## config.mk

```make
export PLATFORM = sky130hd
export DESIGN_NAME = eeprom_master
export DESIGN_NICKNAME = d
export VERILOG_FILES = /design/src/eeprom_cfg_pkg.sv /design/src/serial_frame_pkg.sv /design/src/shift_if.sv /design/src/byte_receiver.sv /design/src/byte_transmitter.sv /design/src/eeprom_master.sv /design/src/eeprom_sequencer.sv
export SDC_FILE = /design/constraint.sdc
export NUM_CORES = 1
export LEC_CHECK = 0
export ABC_AREA = 1
export BUFFER_PORTS_ARGS = -buffer_cell sky130_fd_sc_hd__buf_2
export CORE_MARGIN = 2
export CORE_UTILIZATION = 50
export CTS_CLUSTER_SIZE = 14
export DETAILED_ROUTE_END_ITERATION = 10
export GPL_TIMING_DRIVEN = 0
export PLACE_DENSITY = 0.7
export SKIP_CTS_REPAIR_TIMING = 1
export SKIP_LAST_GASP = 1
export SYNTH_ARGS = -nofsm -noshare
export SYNTH_HDL_FRONTEND = slang
export SYNTH_SLANG_ARGS = --single-unit
export TNS_END_PERCENT = 10
```

## constraint.sdc

```tcl
create_clock -name CLK -period 2.2 [get_ports CLK]
set_clock_uncertainty 0.1 [all_clocks]
set_input_delay 0.44 -clock CLK [delete_from_list [all_inputs] [get_ports CLK]]
set_output_delay 0.44 -clock CLK [all_outputs]
set_load 0.005 [all_outputs]
```

## src/eeprom_cfg_pkg.sv

```systemverilog
package eeprom_cfg_pkg;

    // memory geometry
    localparam int ADDR_W = 11;
    localparam int BYTE_W = 8;

    typedef logic [ADDR_W-1:0] addr_t;
    typedef logic [BYTE_W-1:0] byte_t;

    // control byte is {DEVICE_CODE, addr[10:8], rw}
    localparam logic [3:0] DEVICE_CODE = 4'b1010;

    localparam logic RW_WRITE = 1'b0;
    localparam logic RW_READ  = 1'b1;

    // level on sda during the ninth clock
    localparam logic ACK_LEVEL  = 1'b0;
    localparam logic NACK_LEVEL = 1'b1;

    // bit counter value of the acknowledge slot
    localparam logic [3:0] ACK_SLOT = 4'(BYTE_W);

endpackage

```

## src/serial_frame_pkg.sv

```systemverilog
package serial_frame_pkg;

    // what the transmitter does on its next go
    typedef enum logic [1:0] {
        CMD_START = 2'd0,
        CMD_STOP  = 2'd1,
        CMD_BYTE  = 2'd2
    } bit_cmd_e;

    // position of the sequencer inside one frame
    typedef enum logic [3:0] {
        S_IDLE     = 4'd0,
        S_START    = 4'd1,
        S_CTRL_WR  = 4'd2,
        S_ADDR     = 4'd3,
        S_DATA_WR  = 4'd4,
        S_RESTART  = 4'd5,
        S_CTRL_RD  = 4'd6,
        S_DATA_RD  = 4'd7,
        S_STOP     = 4'd8,
        S_DONE     = 4'd9
    } seq_state_e;

endpackage

```

## src/shift_if.sv

```systemverilog
interface shift_if;

    logic                       go;        // one-cycle request
    serial_frame_pkg::bit_cmd_e cmd;
    eeprom_cfg_pkg::byte_t      tx_byte;   // receiver takes its ack level from bit 0
    logic                       scl_rise;
    logic                       scl_fall;
    logic                       sda;       // sensed line
    logic                       done;
    logic                       sda_low;   // engine pulls the line low
    eeprom_cfg_pkg::byte_t      rx_byte;
    logic                       ack_bit;

    modport seq (
        output go, cmd, tx_byte, scl_rise, scl_fall, sda,
        input  done, sda_low, rx_byte, ack_bit
    );

    modport tx (
        input  go, cmd, tx_byte, scl_rise, scl_fall, sda,
        output done, sda_low, rx_byte, ack_bit
    );

    modport rx (
        input  go, tx_byte, scl_rise, scl_fall, sda,
        output done, sda_low, rx_byte, ack_bit
    );

endinterface

```

## src/byte_receiver.sv

```systemverilog
module byte_receiver (
    input logic CLK,
    input logic RESET,
    shift_if.rx link
);

    typedef enum logic {
        RX_IDLE,
        RX_BUSY
    } rx_state_e;

    rx_state_e  state;
    logic [3:0] bit_cnt;

    always_ff @(posedge CLK)
    begin
        if (RESET)
        begin
            state        <= RX_IDLE;
            bit_cnt      <= 4'd0;
            link.done    <= 1'b0;
            link.sda_low <= 1'b0;
        end
        else
        begin
            link.done <= 1'b0;
            case (state)
                RX_IDLE:
                begin
                    if (link.go)
                    begin
                        link.ack_bit <= link.tx_byte[0];  // level to answer with
                        link.sda_low <= 1'b0;
                        bit_cnt      <= 4'd0;
                        state        <= RX_BUSY;
                    end
                end
                RX_BUSY:
                begin
                    if (link.scl_fall)
                    begin
                        if (bit_cnt == eeprom_cfg_pkg::ACK_SLOT)
                        begin
                            link.sda_low <= (link.ack_bit == eeprom_cfg_pkg::ACK_LEVEL);
                        end
                        else if (bit_cnt == eeprom_cfg_pkg::ACK_SLOT + 4'd1)
                        begin
                            // ack clock over, hand the line back
                            link.sda_low <= 1'b0;
                            link.done    <= 1'b1;
                            state        <= RX_IDLE;
                        end
                    end
                    else if (link.scl_rise)
                    begin
                        if (bit_cnt < eeprom_cfg_pkg::ACK_SLOT)
                            link.rx_byte <= {link.rx_byte[6:0], link.sda};  // msb first
                        bit_cnt <= bit_cnt + 4'd1;
                    end
                end
                default: state <= RX_IDLE;
            endcase
        end
    end

endmodule

```

## src/byte_transmitter.sv

```systemverilog
module byte_transmitter (
    input logic CLK,
    input logic RESET,
    shift_if.tx link
);

    typedef enum logic [1:0] {
        TX_IDLE,
        TX_START,
        TX_STOP,
        TX_BYTE
    } tx_state_e;

    tx_state_e             state;
    logic                  armed;     // a fall has been seen since go
    logic [3:0]            bit_cnt;
    eeprom_cfg_pkg::byte_t shreg;

    always_ff @(posedge CLK)
    begin
        if (RESET)
        begin
            state        <= TX_IDLE;
            armed        <= 1'b0;
            bit_cnt      <= 4'd0;
            link.done    <= 1'b0;
            link.sda_low <= 1'b0;
        end
        else
        begin
            link.done <= 1'b0;
            case (state)
                TX_IDLE:
                begin
                    if (link.go)
                    begin
                        armed   <= 1'b0;
                        bit_cnt <= 4'd0;
                        shreg   <= link.tx_byte;
                        case (link.cmd)
                            serial_frame_pkg::CMD_START: state <= TX_START;
                            serial_frame_pkg::CMD_STOP:  state <= TX_STOP;
                            default:                     state <= TX_BYTE;
                        endcase
                    end
                end
                TX_START:
                begin
                    if (link.scl_fall)
                    begin
                        link.sda_low <= 1'b0;  // release while scl low
                        armed        <= 1'b1;
                    end
                    else if (link.scl_rise && armed)
                    begin
                        link.sda_low <= 1'b1;  // falling sda with scl high
                        link.done    <= 1'b1;
                        state        <= TX_IDLE;
                    end
                end
                TX_STOP:
                begin
                    if (link.scl_fall)
                    begin
                        link.sda_low <= 1'b1;
                        armed        <= 1'b1;
                    end
                    else if (link.scl_rise && armed)
                    begin
                        link.sda_low <= 1'b0;  // rising sda with scl high
                        link.done    <= 1'b1;
                        state        <= TX_IDLE;
                    end
                end
                TX_BYTE:
                begin
                    if (link.scl_fall)
                    begin
                        armed <= 1'b1;
                        // msb first, line released in the ack slot
                        if (bit_cnt < eeprom_cfg_pkg::ACK_SLOT)
                            link.sda_low <= ~shreg[7];
                        else
                            link.sda_low <= 1'b0;
                    end
                    else if (link.scl_rise && armed)
                    begin
                        if (bit_cnt == eeprom_cfg_pkg::ACK_SLOT)
                        begin
                            link.ack_bit <= link.sda;
                            link.done    <= 1'b1;
                            state        <= TX_IDLE;
                        end
                        else
                        begin
                            shreg   <= {shreg[6:0], 1'b0};
                            bit_cnt <= bit_cnt + 4'd1;
                        end
                    end
                end
                default: state <= TX_IDLE;
            endcase
        end
    end

endmodule

```

## src/eeprom_master.sv

```systemverilog
module eeprom_master #(
    parameter int HALF_PERIOD = 4
) (
    input  logic                  CLK,
    input  logic                  RESET,
    input  logic                  wr_req,
    input  logic                  rd_req,
    input  eeprom_cfg_pkg::addr_t addr,
    input  eeprom_cfg_pkg::byte_t wdata,
    output logic                  busy,
    output logic                  done,
    output eeprom_cfg_pkg::byte_t rdata,
    output logic                  nack,
    output logic                  scl,
    output logic                  sda_low,
    input  logic                  sda_in
);

    shift_if tx_link ();
    shift_if rx_link ();

    eeprom_sequencer #(
        .HALF_PERIOD (HALF_PERIOD)
    ) u_sequencer (
        .CLK     (CLK),
        .RESET   (RESET),
        .wr_req  (wr_req),
        .rd_req  (rd_req),
        .addr    (addr),
        .wdata   (wdata),
        .busy    (busy),
        .done    (done),
        .nack    (nack),
        .rdata   (rdata),
        .scl     (scl),
        .sda_low (sda_low),
        .sda_in  (sda_in),
        .tx_link (tx_link.seq),
        .rx_link (rx_link.seq)
    );

    byte_transmitter u_transmitter (
        .CLK   (CLK),
        .RESET (RESET),
        .link  (tx_link.tx)
    );

    byte_receiver u_receiver (
        .CLK   (CLK),
        .RESET (RESET),
        .link  (rx_link.rx)
    );

endmodule

```

## src/eeprom_sequencer.sv

```systemverilog
module eeprom_sequencer #(
    parameter int HALF_PERIOD = 4
) (
    input  logic                  CLK,
    input  logic                  RESET,
    input  logic                  wr_req,
    input  logic                  rd_req,
    input  eeprom_cfg_pkg::addr_t addr,
    input  eeprom_cfg_pkg::byte_t wdata,
    output logic                  busy,
    output logic                  done,
    output logic                  nack,
    output eeprom_cfg_pkg::byte_t rdata,
    output logic                  scl,
    output logic                  sda_low,
    input  logic                  sda_in,
    shift_if.seq                  tx_link,
    shift_if.seq                  rx_link
);

    localparam int CNT_W = $clog2(HALF_PERIOD) + 1;

    serial_frame_pkg::seq_state_e state;
    logic [CNT_W-1:0]             half_cnt;
    logic                         scl_rise;
    logic                         scl_fall;
    logic                         scl_run;
    logic                         is_read;
    logic                         tx_nak;
    eeprom_cfg_pkg::addr_t        addr_q;
    eeprom_cfg_pkg::byte_t        wdata_q;

    function automatic eeprom_cfg_pkg::byte_t ctrl_byte(input logic rw);
        return {eeprom_cfg_pkg::DEVICE_CODE, addr_q[eeprom_cfg_pkg::ADDR_W-1:8], rw};
    endfunction

    // scl only toggles inside a frame
    assign scl_run = (state != serial_frame_pkg::S_IDLE) && (state != serial_frame_pkg::S_DONE);

    always_ff @(posedge CLK)
    begin
        if (RESET || !scl_run)
        begin
            half_cnt <= '0;
            scl      <= 1'b1;
            scl_rise <= 1'b0;
            scl_fall <= 1'b0;
        end
        else if (half_cnt == CNT_W'(HALF_PERIOD - 1))
        begin
            half_cnt <= '0;
            scl      <= ~scl;
            scl_rise <= ~scl;
            scl_fall <= scl;
        end
        else
        begin
            half_cnt <= half_cnt + 1'b1;
            scl_rise <= 1'b0;
            scl_fall <= 1'b0;
        end
    end

    assign tx_link.scl_rise = scl_rise;
    assign tx_link.scl_fall = scl_fall;
    assign tx_link.sda      = sda_in;
    assign rx_link.scl_rise = scl_rise;
    assign rx_link.scl_fall = scl_fall;
    assign rx_link.sda      = sda_in;
    // single read is always closed with not-acknowledge
    assign rx_link.tx_byte  = {7'd0, eeprom_cfg_pkg::NACK_LEVEL};

    assign sda_low = tx_link.sda_low | rx_link.sda_low;  // wired-and on the bus
    assign tx_nak  = (tx_link.ack_bit == eeprom_cfg_pkg::NACK_LEVEL);

    always_ff @(posedge CLK)
    begin
        if (RESET)
        begin
            state      <= serial_frame_pkg::S_IDLE;
            busy       <= 1'b0;
            done       <= 1'b0;
            nack       <= 1'b0;
            is_read    <= 1'b0;
            tx_link.go <= 1'b0;
            rx_link.go <= 1'b0;
        end
        else
        begin
            done       <= 1'b0;
            tx_link.go <= 1'b0;
            rx_link.go <= 1'b0;
            case (state)
                serial_frame_pkg::S_IDLE:
                begin
                    if (wr_req || rd_req)
                    begin
                        is_read     <= !wr_req;  // write wins
                        addr_q      <= addr;
                        wdata_q     <= wdata;
                        busy        <= 1'b1;
                        nack        <= 1'b0;
                        tx_link.go  <= 1'b1;
                        tx_link.cmd <= serial_frame_pkg::CMD_START;
                        state       <= serial_frame_pkg::S_START;
                    end
                end
                serial_frame_pkg::S_START:
                begin
                    if (tx_link.done)
                    begin
                        tx_link.go      <= 1'b1;
                        tx_link.cmd     <= serial_frame_pkg::CMD_BYTE;
                        tx_link.tx_byte <= ctrl_byte(eeprom_cfg_pkg::RW_WRITE);
                        state           <= serial_frame_pkg::S_CTRL_WR;
                    end
                end
                serial_frame_pkg::S_CTRL_WR, serial_frame_pkg::S_ADDR,
                serial_frame_pkg::S_DATA_WR, serial_frame_pkg::S_CTRL_RD:
                begin
                    if (tx_link.done)
                    begin
                        tx_link.go <= 1'b1;
                        if (tx_nak || state == serial_frame_pkg::S_DATA_WR)
                        begin
                            nack        <= tx_nak;  // missing ack goes straight to stop
                            tx_link.cmd <= serial_frame_pkg::CMD_STOP;
                            state       <= serial_frame_pkg::S_STOP;
                        end
                        else if (state == serial_frame_pkg::S_CTRL_WR)
                        begin
                            tx_link.cmd     <= serial_frame_pkg::CMD_BYTE;
                            tx_link.tx_byte <= addr_q[7:0];
                            state           <= serial_frame_pkg::S_ADDR;
                        end
                        else if (state == serial_frame_pkg::S_CTRL_RD)
                        begin
                            tx_link.go <= 1'b0;
                            rx_link.go <= 1'b1;
                            state      <= serial_frame_pkg::S_DATA_RD;
                        end
                        else if (is_read)
                        begin
                            tx_link.cmd <= serial_frame_pkg::CMD_START;
                            state       <= serial_frame_pkg::S_RESTART;
                        end
                        else
                        begin
                            tx_link.cmd     <= serial_frame_pkg::CMD_BYTE;
                            tx_link.tx_byte <= wdata_q;
                            state           <= serial_frame_pkg::S_DATA_WR;
                        end
                    end
                end
                serial_frame_pkg::S_RESTART:
                begin
                    if (tx_link.done)
                    begin
                        tx_link.go      <= 1'b1;
                        tx_link.cmd     <= serial_frame_pkg::CMD_BYTE;
                        tx_link.tx_byte <= ctrl_byte(eeprom_cfg_pkg::RW_READ);
                        state           <= serial_frame_pkg::S_CTRL_RD;
                    end
                end
                serial_frame_pkg::S_DATA_RD:
                begin
                    if (rx_link.done)
                    begin
                        rdata       <= rx_link.rx_byte;
                        tx_link.go  <= 1'b1;
                        tx_link.cmd <= serial_frame_pkg::CMD_STOP;
                        state       <= serial_frame_pkg::S_STOP;
                    end
                end
                serial_frame_pkg::S_STOP:
                begin
                    if (tx_link.done)
                        state <= serial_frame_pkg::S_DONE;
                end
                serial_frame_pkg::S_DONE:
                begin
                    done  <= 1'b1;
                    busy  <= 1'b0;
                    state <= serial_frame_pkg::S_IDLE;
                end
                default: state <= serial_frame_pkg::S_IDLE;
            endcase
        end
    end

endmodule

```

# Word-level counts from Yosys, hierarchy flattened
# Index checks and enable logic that the tools add are counted.
# Widths: inputs -> output; s select.
[word_totals]
word_cells = 223
input_bits = 24
register_bits = 86
[classes]
n_addsub = 3
reduce_logical = 42
order_cmp = 2
bitwise_logic = 9
n_mux = 93
eq_ne = 46
[op_table]
columns = ["op", "n"]
rows = [
  ["$mux 8", 11],
  ["$mux 4", 16],
  ["$mux 1", 36],
  ["$mux 2", 14],
  ["$ne 2x1->1 const B", 12],
  ["$pmux 4 s6", 1],
  ["$pmux 8 s3", 1],
  ["$eq 4x4->1 const B", 5],
  ["$ne 2x2->1 const B", 10],
  ["$reduce_and 6->1", 3],
  ["$eq 4x3->1 const B", 4],
  ["$pmux 4 s2", 2],
  ["$pmux 8 s2", 1],
  ["$reduce_and 5->1", 3],
  ["$pmux 1 s2", 6],
  ["$reduce_and 3->1", 4],
  ["$ne 3x2->1 const B", 3],
  ["$add 4x1->4 const B", 2],
  ["$eq 4x2->1 const B", 2],
  ["$lt 4x4->1 const B", 2],
  ["$not 1->1", 8],
  ["$pmux 2 s4", 1],
  ["$reduce_and 4->1", 2],
  ["$reduce_and 8->1", 1],
  ["other kinds (27)", 45],
]

# Logic depth before layout (Yosys ltp)
# Gate-level depths: netlist of run 1.
[depth]
depth_word = 6
ltp_mapped = 10
depth_no_buf = 10

# Cells and area by module
# From an unflattened synthesis of run 1, not the netlist that was laid out.
[unflattened]
cells_unflattened = 425
area_unflattened_um2 = 4131.5
[modules_own_cells]
columns = ["mod", "seq_area_each_um2", "cells_per_inst", "area_each_um2", "instances"]
rows = [
  ["eeprom_sequencer", 1431.4, 211, 2299.7, 1],
  ["byte_transmitter", 450.4, 150, 1169.9, 1],
  ["byte_receiver", 410.4, 64, 661.9, 1],
]

# Worst setup path before layout of run 1
# OpenSTA, ideal clock, no wires.
[synth_timing]
kind = "in2reg"
startpoint = "input RESET"
endpoint = "register u_sequencer.addr_q[0] (enable)"
path_stages = 3
setup_slack_ns = 0.013
t_required_ns = 1.705
path_buffers = 2
t_arrival_ns = 1.693
path_cell_list = "clkbuf_1 -> clkbuf_1 -> nor2_1"
[synth_via]
elab_chain_len = 2
[synth_rtl]
columns = ["item", "line", "source"]
rows = [
  ["from (decl)", "eeprom_master.sv:5", "input logic RESET,"],
  ["$not 1->1 (no source line)", "n/a", ""],
  ["$reduce_and 3->1 (no source line)", "n/a", ""],
  ["to (signal assigned)", "eeprom_sequencer.sv:99", "addr_q <= addr;"],
  ["to (decl)", "eeprom_sequencer.sv:30", "eeprom_cfg_pkg::addr_t addr_q;"],
]
# No other way between the ends.
# A chain may end at the register's enable or synchronous reset.

# Final worst setup path of run 1
[layout_timing]
startpoint = "register u_sequencer.state[0]"
endpoint = "register u_sequencer.wdata_q[2] (enable)"
[layout_via]
elab_chain_len = 2
[layout_rtl]
columns = ["item", "line", "source"]
rows = [
  ["from (decl)", "eeprom_sequencer.sv:23", "serial_frame_pkg::seq_state_e state;"],
  ["from (signal assigned)", "eeprom_sequencer.sv:80", "state <= serial_frame_pkg::S_IDLE;"],
  ["from (signal assigned)", "eeprom_sequencer.sv:105", "state <= serial_frame_pkg::S_START;"],
  ["from (signal assigned)", "eeprom_sequencer.sv:115", "state <= serial_frame_pkg::S_CTRL_WR;"],
  ["$logic_not 4->1", "eeprom_sequencer.sv:93", "case (state)"],
  ["$reduce_and 3->1 (no source line)", "n/a", ""],
  ["to (signal assigned)", "eeprom_sequencer.sv:100", "wdata_q <= wdata;"],
  ["to (decl)", "eeprom_sequencer.sv:31", "eeprom_cfg_pkg::byte_t wdata_q;"],
]
# No other way between the ends.

==> flow_summary_export.csv, run 1 <==
group,metric,value,unit
outcome,status,"completed",
global_route,grt_start_max_net_pins,17,
detailed_routing,m1WireLength,2850,um
timing,hold_violations,0,
synthesis,ys_types,29,
place,gp_congestion,0.904,
critical_path,cp-end-kind,"flop",
worst_hold_path,hold_class,"in2reg",
final_layout,layout_commonest_cell,"nand2_1",
pwr,power,4.37,mW
detailed_routing,first_iter_violations,97,
cts,clock_latency,350,ps
final_layout,instances_no_fill,520,
final_layout,drive_gt1_frac,0.176,
critical_path,cp.required,2150,ps
global_route,antenna_found_initial,0,
critical_path,rr_worst_depth,7,
critical_path,r2r-start,"u_sequencer.state[0]$_SDFFE_PP0P_",
detailed_routing,dr_total_vias,2544,
detailed_routing,antenna_left,0,
detailed_routing,routed-wl-met3,248,um
cts,clock_path_buffers,2,
pwr,p_leak,1.70,nW
detailed_routing,drt_first_pass_iters,5,
final_layout,stdcell_area,4120,um2
synthesis,syn_area_per_cell,9.83,um2
place,placed_area,3930,um2
place,hpwl,4510,um
synthesis,synth_cells,368,
final_layout,areaGrowthSynthToFinish,13.8,%
timing,setup_slack,13.1,ps
global_route,grt_pass1_wl,10400,um
final_layout,diodes,0,
floorplan,core,7140,um2
cts,clock_sinks,85,
critical_path,path_max_fanout,13,
place,io_buffers,36,
critical_path,cp_data_arrival_time,2140,ps
worst_hold_path,worstHoldEndpoint,"u_sequencer.addr_q[10]$_DFFE_PP_",
synthesis,synth_seq_cells,85,
cts,cts_root_buf,"clkbuf_8",
timing,maxSlewViolCount,0,
detailed_routing,top_layer,"met4",
final_layout,postLayoutCoreUtil,0.577,
timing,setup_tns,0,ps
cts,clkTransAtPathRegs,90,ps
final_layout,fin_nets,452,
timing,fin_crit_sh,0.994,
global_route,grt-ovfl-total,0,
synthesis,syn-num-nets,404,
pwr,peakVddDrop,0.000592,V
detailed_routing,vias_per_cell,4.89,
timing,relSlewSlack,0.338,
timing,max_freq,0.457,GHz
cts,cts_made_buffers,9,
cts,cts_tree,"built",
timing,fin_crit,2190,ps
flow_run,maxCapViolCount,0,
floorplan,start_util,0.507,
floorplan,rows,31,
final_layout,final_cell_mix,"nand2_1, edfxtp_1, inv_1",
floorplan,die_h,89.1,um
floorplan,io-pin-count,37,
synthesis,yosysWarnings,0,
critical_path,worstSetupPathType,"reg2reg",
global_route,grt_usage,0.173,
critical_path,rrSetupSlack,10,ps
cts,htreeDepth,3,
timing,setup_viol,0,
detailed_routing,routed-wl-met2,2920,um
detailed_routing,wl_per_cell,11.9,um
final_layout,fillCellCount,646,
synthesis,ys_seq_area_frac,0.620,
critical_path,crit_path_start_kind,"flop",
critical_path,worstReg2RegEnd,"u_sequencer.wdata_q[2]$_DFFE_PP_",
global_route,grt_pass1_vias,2369,
worst_hold_path,min_from,"addr[10]",
pwr,p_per_area,1060,nW/um2
detailed_routing,drcViolationCount,0,
place,dpl_worst_slack,-307,ps
timing,whs,163,ps
timing,worst_slew_pin_slew,986,ps
synthesis,synthesis.area,3620,um2
timing,grt_setup_unrepaired,"yes",
worst_hold_path,whs_path_depth,1,
detailed_routing,routed_wl,6180,um
floorplan,die_area,7930,um2
floorplan,die_w,89.1,um
place,dp.cells,504,
[logic make-up (layout without fill, tap and decap cells)]
| kind of cell | after synthesis | after routing | synth area share |
|---|---|---|---|
| flops | 85 | 85 | 0.620 |
| buf+inv | 53 | 106 | 0.0595 |
| xor+xnor | 3 | 3 | 0.00727 |
| compound gates | 39 | 39 | 0.0588 |
| simple gates | 176 | 176 | 0.213 |
| fa+ha+maj | 12 | 12 | 0.0415 |
[worst max-delay path, cell delays in order (launching register included)]
cell and delay [ps]:
dfxtp_1 320, buf_6 140, nor2_4 160, nand2_1 150, inv_1 100, nand2_1 110, nor2_1 490, buf_4 310
[area by class of cell]
cell class | instances | area (um2) | share of cell area
Clock inverter | 7 | 57.6 | 0.0140
Buffer | 7 | 42.5 | 0.0103
Tap cell | 99 | 124 | 0.0301
Multi-Input combinational cell | 230 | 1170 | 0.284
Inverter | 46 | 173 | 0.0419
Sequential cell | 85 | 2240 | 0.545
Timing Repair Buffer | 37 | 188 | 0.0456
Clock buffer | 9 | 124 | 0.0301
[cells in the mapped netlist (all sizes together)]
cell | n | area share
or2 | 1 | 0.0017
o21ai | 14 | 0.020
clkbuf | 4 | 0.0041
xor2 | 3 | 0.0073
o211ai | 1 | 0.0021
nand3 | 31 | 0.043
nand4 | 2 | 0.0035
dfxtp | 31 | 0.17
a211oi | 3 | 0.0062
and3 | 1 | 0.0017
nor4 | 1 | 0.0035
edfxtp | 54 | 0.45
and2 | 1 | 0.0024
o2111ai | 1 | 0.0024
a21oi | 20 | 0.028
nand2 | 91 | 0.099
buf | 3 | 0.0076
inv | 46 | 0.048
ha | 12 | 0.042
nor3 | 8 | 0.011
nor2 | 40 | 0.048
[how the worst max path moves through the flow]
stage / cells after the start / endpoint / startpoint
after floorplan: 3 / u_sequencer.addr_q[0]$_DFFE_PP_ / RESET
after global placement: 4 / u_sequencer.wdata_q[5]$_DFFE_PP_ / RESET
after detailed placement: 5 / u_sequencer.addr_q[5]$_DFFE_PP_ / RESET
after CTS: 9 / u_transmitter.shreg[5]$_DFFE_PP_ / u_transmitter.state[0]$_SDFFE_PP0P_
after global routing: 7 / u_sequencer.wdata_q[2]$_DFFE_PP_ / u_sequencer.state[0]$_SDFFE_PP0P_
final: 7 / u_sequencer.wdata_q[2]$_DFFE_PP_ / u_sequencer.state[0]$_SDFFE_PP0P_
[layer usage]
metal / track usage / vias up
met1: 0.220 / 1160
met5: 0 / -
met4: 0.0678 / 0
li1: - / 1311
met2: 0.281 / 58
met3: 0.0517 / 15
[power breakdown]
part / total [mW] / switching, mW / leakage, nW / internal, mW
combinational: 1.24 / 0.812 / 0.868 / 0.426
sequential: 2.12 / 0.111 / 0.746 / 2.01
clock: 1.01 / 0.584 / 0.0881 / 0.426
[sequential cells by signal, indices dropped and copies added, names as in the netlist, 2 cells and up]
name	flops
u_sequencer.rdata	8
u_sequencer.tx_link.tx_byte	8
u_receiver.link.rx_byte	8
u_receiver.bit_cnt	4
u_transmitter.bit_cnt	4
u_sequencer.half_cnt	3
u_transmitter.shreg	8
u_sequencer.wdata_q	8
u_sequencer.addr_q	11
u_sequencer.state	4
u_sequencer.tx_link.cmd	2
u_transmitter.state	2
No activity file was read; power rests on OpenSTA's default activity.
==> run 2, diff against run 1 <==
CORE_UTILIZATION = 35   (was 50)
PLACE_DENSITY = 0.52   (was 0.7)
==> flow_summary_export.csv, run 2 (synthesis gave the netlist of run 1 again) <==
group,metric,value,unit
timing,setup_viol,0,
detailed_routing,routed-wl-met3,247,um
cts,htreeDepth,3,
critical_path,path_max_fanout,19,
detailed_routing,first_iter_violations,94,
global_route,grt-ovfl-total,0,
critical_path,worstReg2RegEnd,"u_sequencer.wdata_q[1]$_DFFE_PP_",
final_layout,diodes,0,
critical_path,cp-end-kind,"flop",
worst_hold_path,worstHoldEndpoint,"u_sequencer.wdata_q[6]$_DFFE_PP_",
timing,hold_violations,0,
detailed_routing,m1WireLength,3150,um
detailed_routing,routed-wl-met2,3110,um
detailed_routing,antenna_left,0,
place,io_buffers,36,
final_layout,drive_gt1_frac,0.174,
final_layout,regArea,2240,um2
floorplan,core,10200,um2
place,gp_congestion,0.887,
final_layout,layout_commonest_cell,"nand2_1",
outcome,status,"completed",
cts,clock_path_buffers,2,
final_layout,areaGrowthSynthToFinish,15.4,%
cts,cts_root_buf,"clkbuf_8",
final_layout,instances_no_fill,556,
critical_path,cp.required,2070,ps
floorplan,rows,37,
global_route,grt_start_max_net_pins,20,
timing,relSlewSlack,0.231,
detailed_routing,drcViolationCount,0,
critical_path,r2r-start,"u_sequencer.state[0]$_SDFFE_PP0P_",
floorplan,start_util,0.355,
final_layout,final_cell_mix,"nand2_1, edfxtp_1, inv_1",
pwr,p_clk_frac,0.241,
pwr,power_switching,1.48,mW
final_layout,postLayoutCoreUtil,0.410,
timing,setup_tns,0,ps
pwr,p_sw_frac,0.334,
timing,fin_crit,2150,ps
floorplan,io-pin-count,37,
timing,max_freq,0.465,GHz
cts,cts_made_buffers,9,
global_route,antenna_found_initial,0,
floorplan,die_h,106,um
flow_run,maxCapViolCount,0,
cts,clock_sinks,85,
detailed_routing,vias_per_cell,4.43,
pwr,p_leak,1.71,nW
critical_path,crit_path_start_kind,"flop",
worst_hold_path,whs_path_depth,1,
global_route,grt_pass1_vias,2378,
cts,clock_latency,350,ps
pwr,p_seq_frac,0.477,
global_route,grt_pass1_wl,11100,um
critical_path,rr_worst_depth,6,
final_layout,fin_nets,451,
detailed_routing,drt_first_pass_iters,4,
detailed_routing,dr_total_vias,2464,
cts,clkTransAtPathRegs,90,ps
pwr,p_per_area,1060,nW/um2
final_layout,multi_input_area,1170,um2
detailed_routing,routed_wl,6580,um
final_layout,regMostFlops,"u_sequencer.addr_q",
timing,worst_slew_pin_slew,1150,ps
pwr,p_comb_frac,0.282,
worst_hold_path,min_from,"wdata[6]",
global_route,grt_usage,0.125,
place,hpwl,4750,um
critical_path,worstSetupPathType,"reg2reg",
timing,maxSlewViolCount,0,
floorplan,die_area,11200,um2
final_layout,fillCellCount,1030,
place,dp.cells,540,
critical_path,rrSetupSlack,50,ps
worst_hold_path,hold_class,"in2reg",
pwr,peakVddDrop,0.000383,V
timing,fin_crit_sh,0.978,
timing,grt_setup_unrepaired,"yes",
critical_path,cp_data_arrival_time,2020,ps
detailed_routing,wl_per_cell,11.8,um
pwr,power.internal,2.96,mW
detailed_routing,top_layer,"met4",
cts,cts_tree,"built",
final_layout,largest_reg_flops,11,
floorplan,die_w,106,um
## run 2: cell count changes in the layout (fill, tap and decap cells not counted)
cell	previous run	this run
bufinv_16	0	1
inv_8	1	0
clkinvlp_4	2	0
nor2_4	2	3
nor2_1	34	33
clkinv_2	1	3
inv_6	2	1
clkbuf_1	4	5
buf_4	1	0
## run 2: stage by stage
| stage | setup WS (ps) | cell area, um2 | hold WS [ps] | power [mW] |
|---|---|---|---|---|
| floorplan | 12.8 | 3620 | 298 | 3.08 |
| global placement | -733 | 3970 | 303 | 3.39 |
| detailed placement | -300 | 3970 | 317 | 3.40 |
| CTS | -144 | 4160 | 142 | 4.47 |
| global route | -120 | 4170 | 140 | 4.75 |
| finish | 49.3 | 4170 | 159 | 4.44 |
## run 2: worst max-delay path, stage by stage (launching register included)
cell,delay [ps]
dfxtp_1,310
buf_6,130
nor2_4,150
nand2_1,130
inv_1,90
nand2_1,130
nor2_2,720
## run 2: final cells by class
class	count	area share
Tap cell	136	0.0408
Multi-Input combinational cell	230	0.282
Clock inverter	6	0.0150
Buffer	7	0.0102
Timing Repair Buffer	36	0.0432
Sequential cell	85	0.537
Inverter	46	0.0414
Clock buffer	10	0.0306
## run 2: worst max-delay path by stage
stage	start	endpoint	cells past startpoint
finish	u_sequencer.state[0]$_SDFFE_PP0P_	u_sequencer.wdata_q[1]$_DFFE_PP_	6
global route	u_sequencer.state[0]$_SDFFE_PP0P_	u_sequencer.wdata_q[1]$_DFFE_PP_	6
CTS	u_transmitter.state[0]$_SDFFE_PP0P_	u_transmitter.shreg[1]$_DFFE_PP_	9
detailed placement	RESET	u_sequencer.addr_q[0]$_DFFE_PP_	4
global placement	RESET	u_sequencer.wdata_q[7]$_DFFE_PP_	4
floorplan	RESET	u_sequencer.addr_q[0]$_DFFE_PP_	3
## run 2: metal layers
metal  track usage  vias up
li1              -     1308
met1         0.160     1110
met2         0.211       39
met3        0.0297        7
met4        0.0395        0
met5             0        -
## run 2: power by group through the flow
stage	Sequential, mW	Clock, mW	Combinational, mW
after CTS	2.12	1.10	1.25
after detailed placement	2.16	0	1.24
final	2.12	1.07	1.25
after global routing	2.15	1.16	1.44
after floorplan	2.13	0	0.949
after global placement	2.15	0	1.24
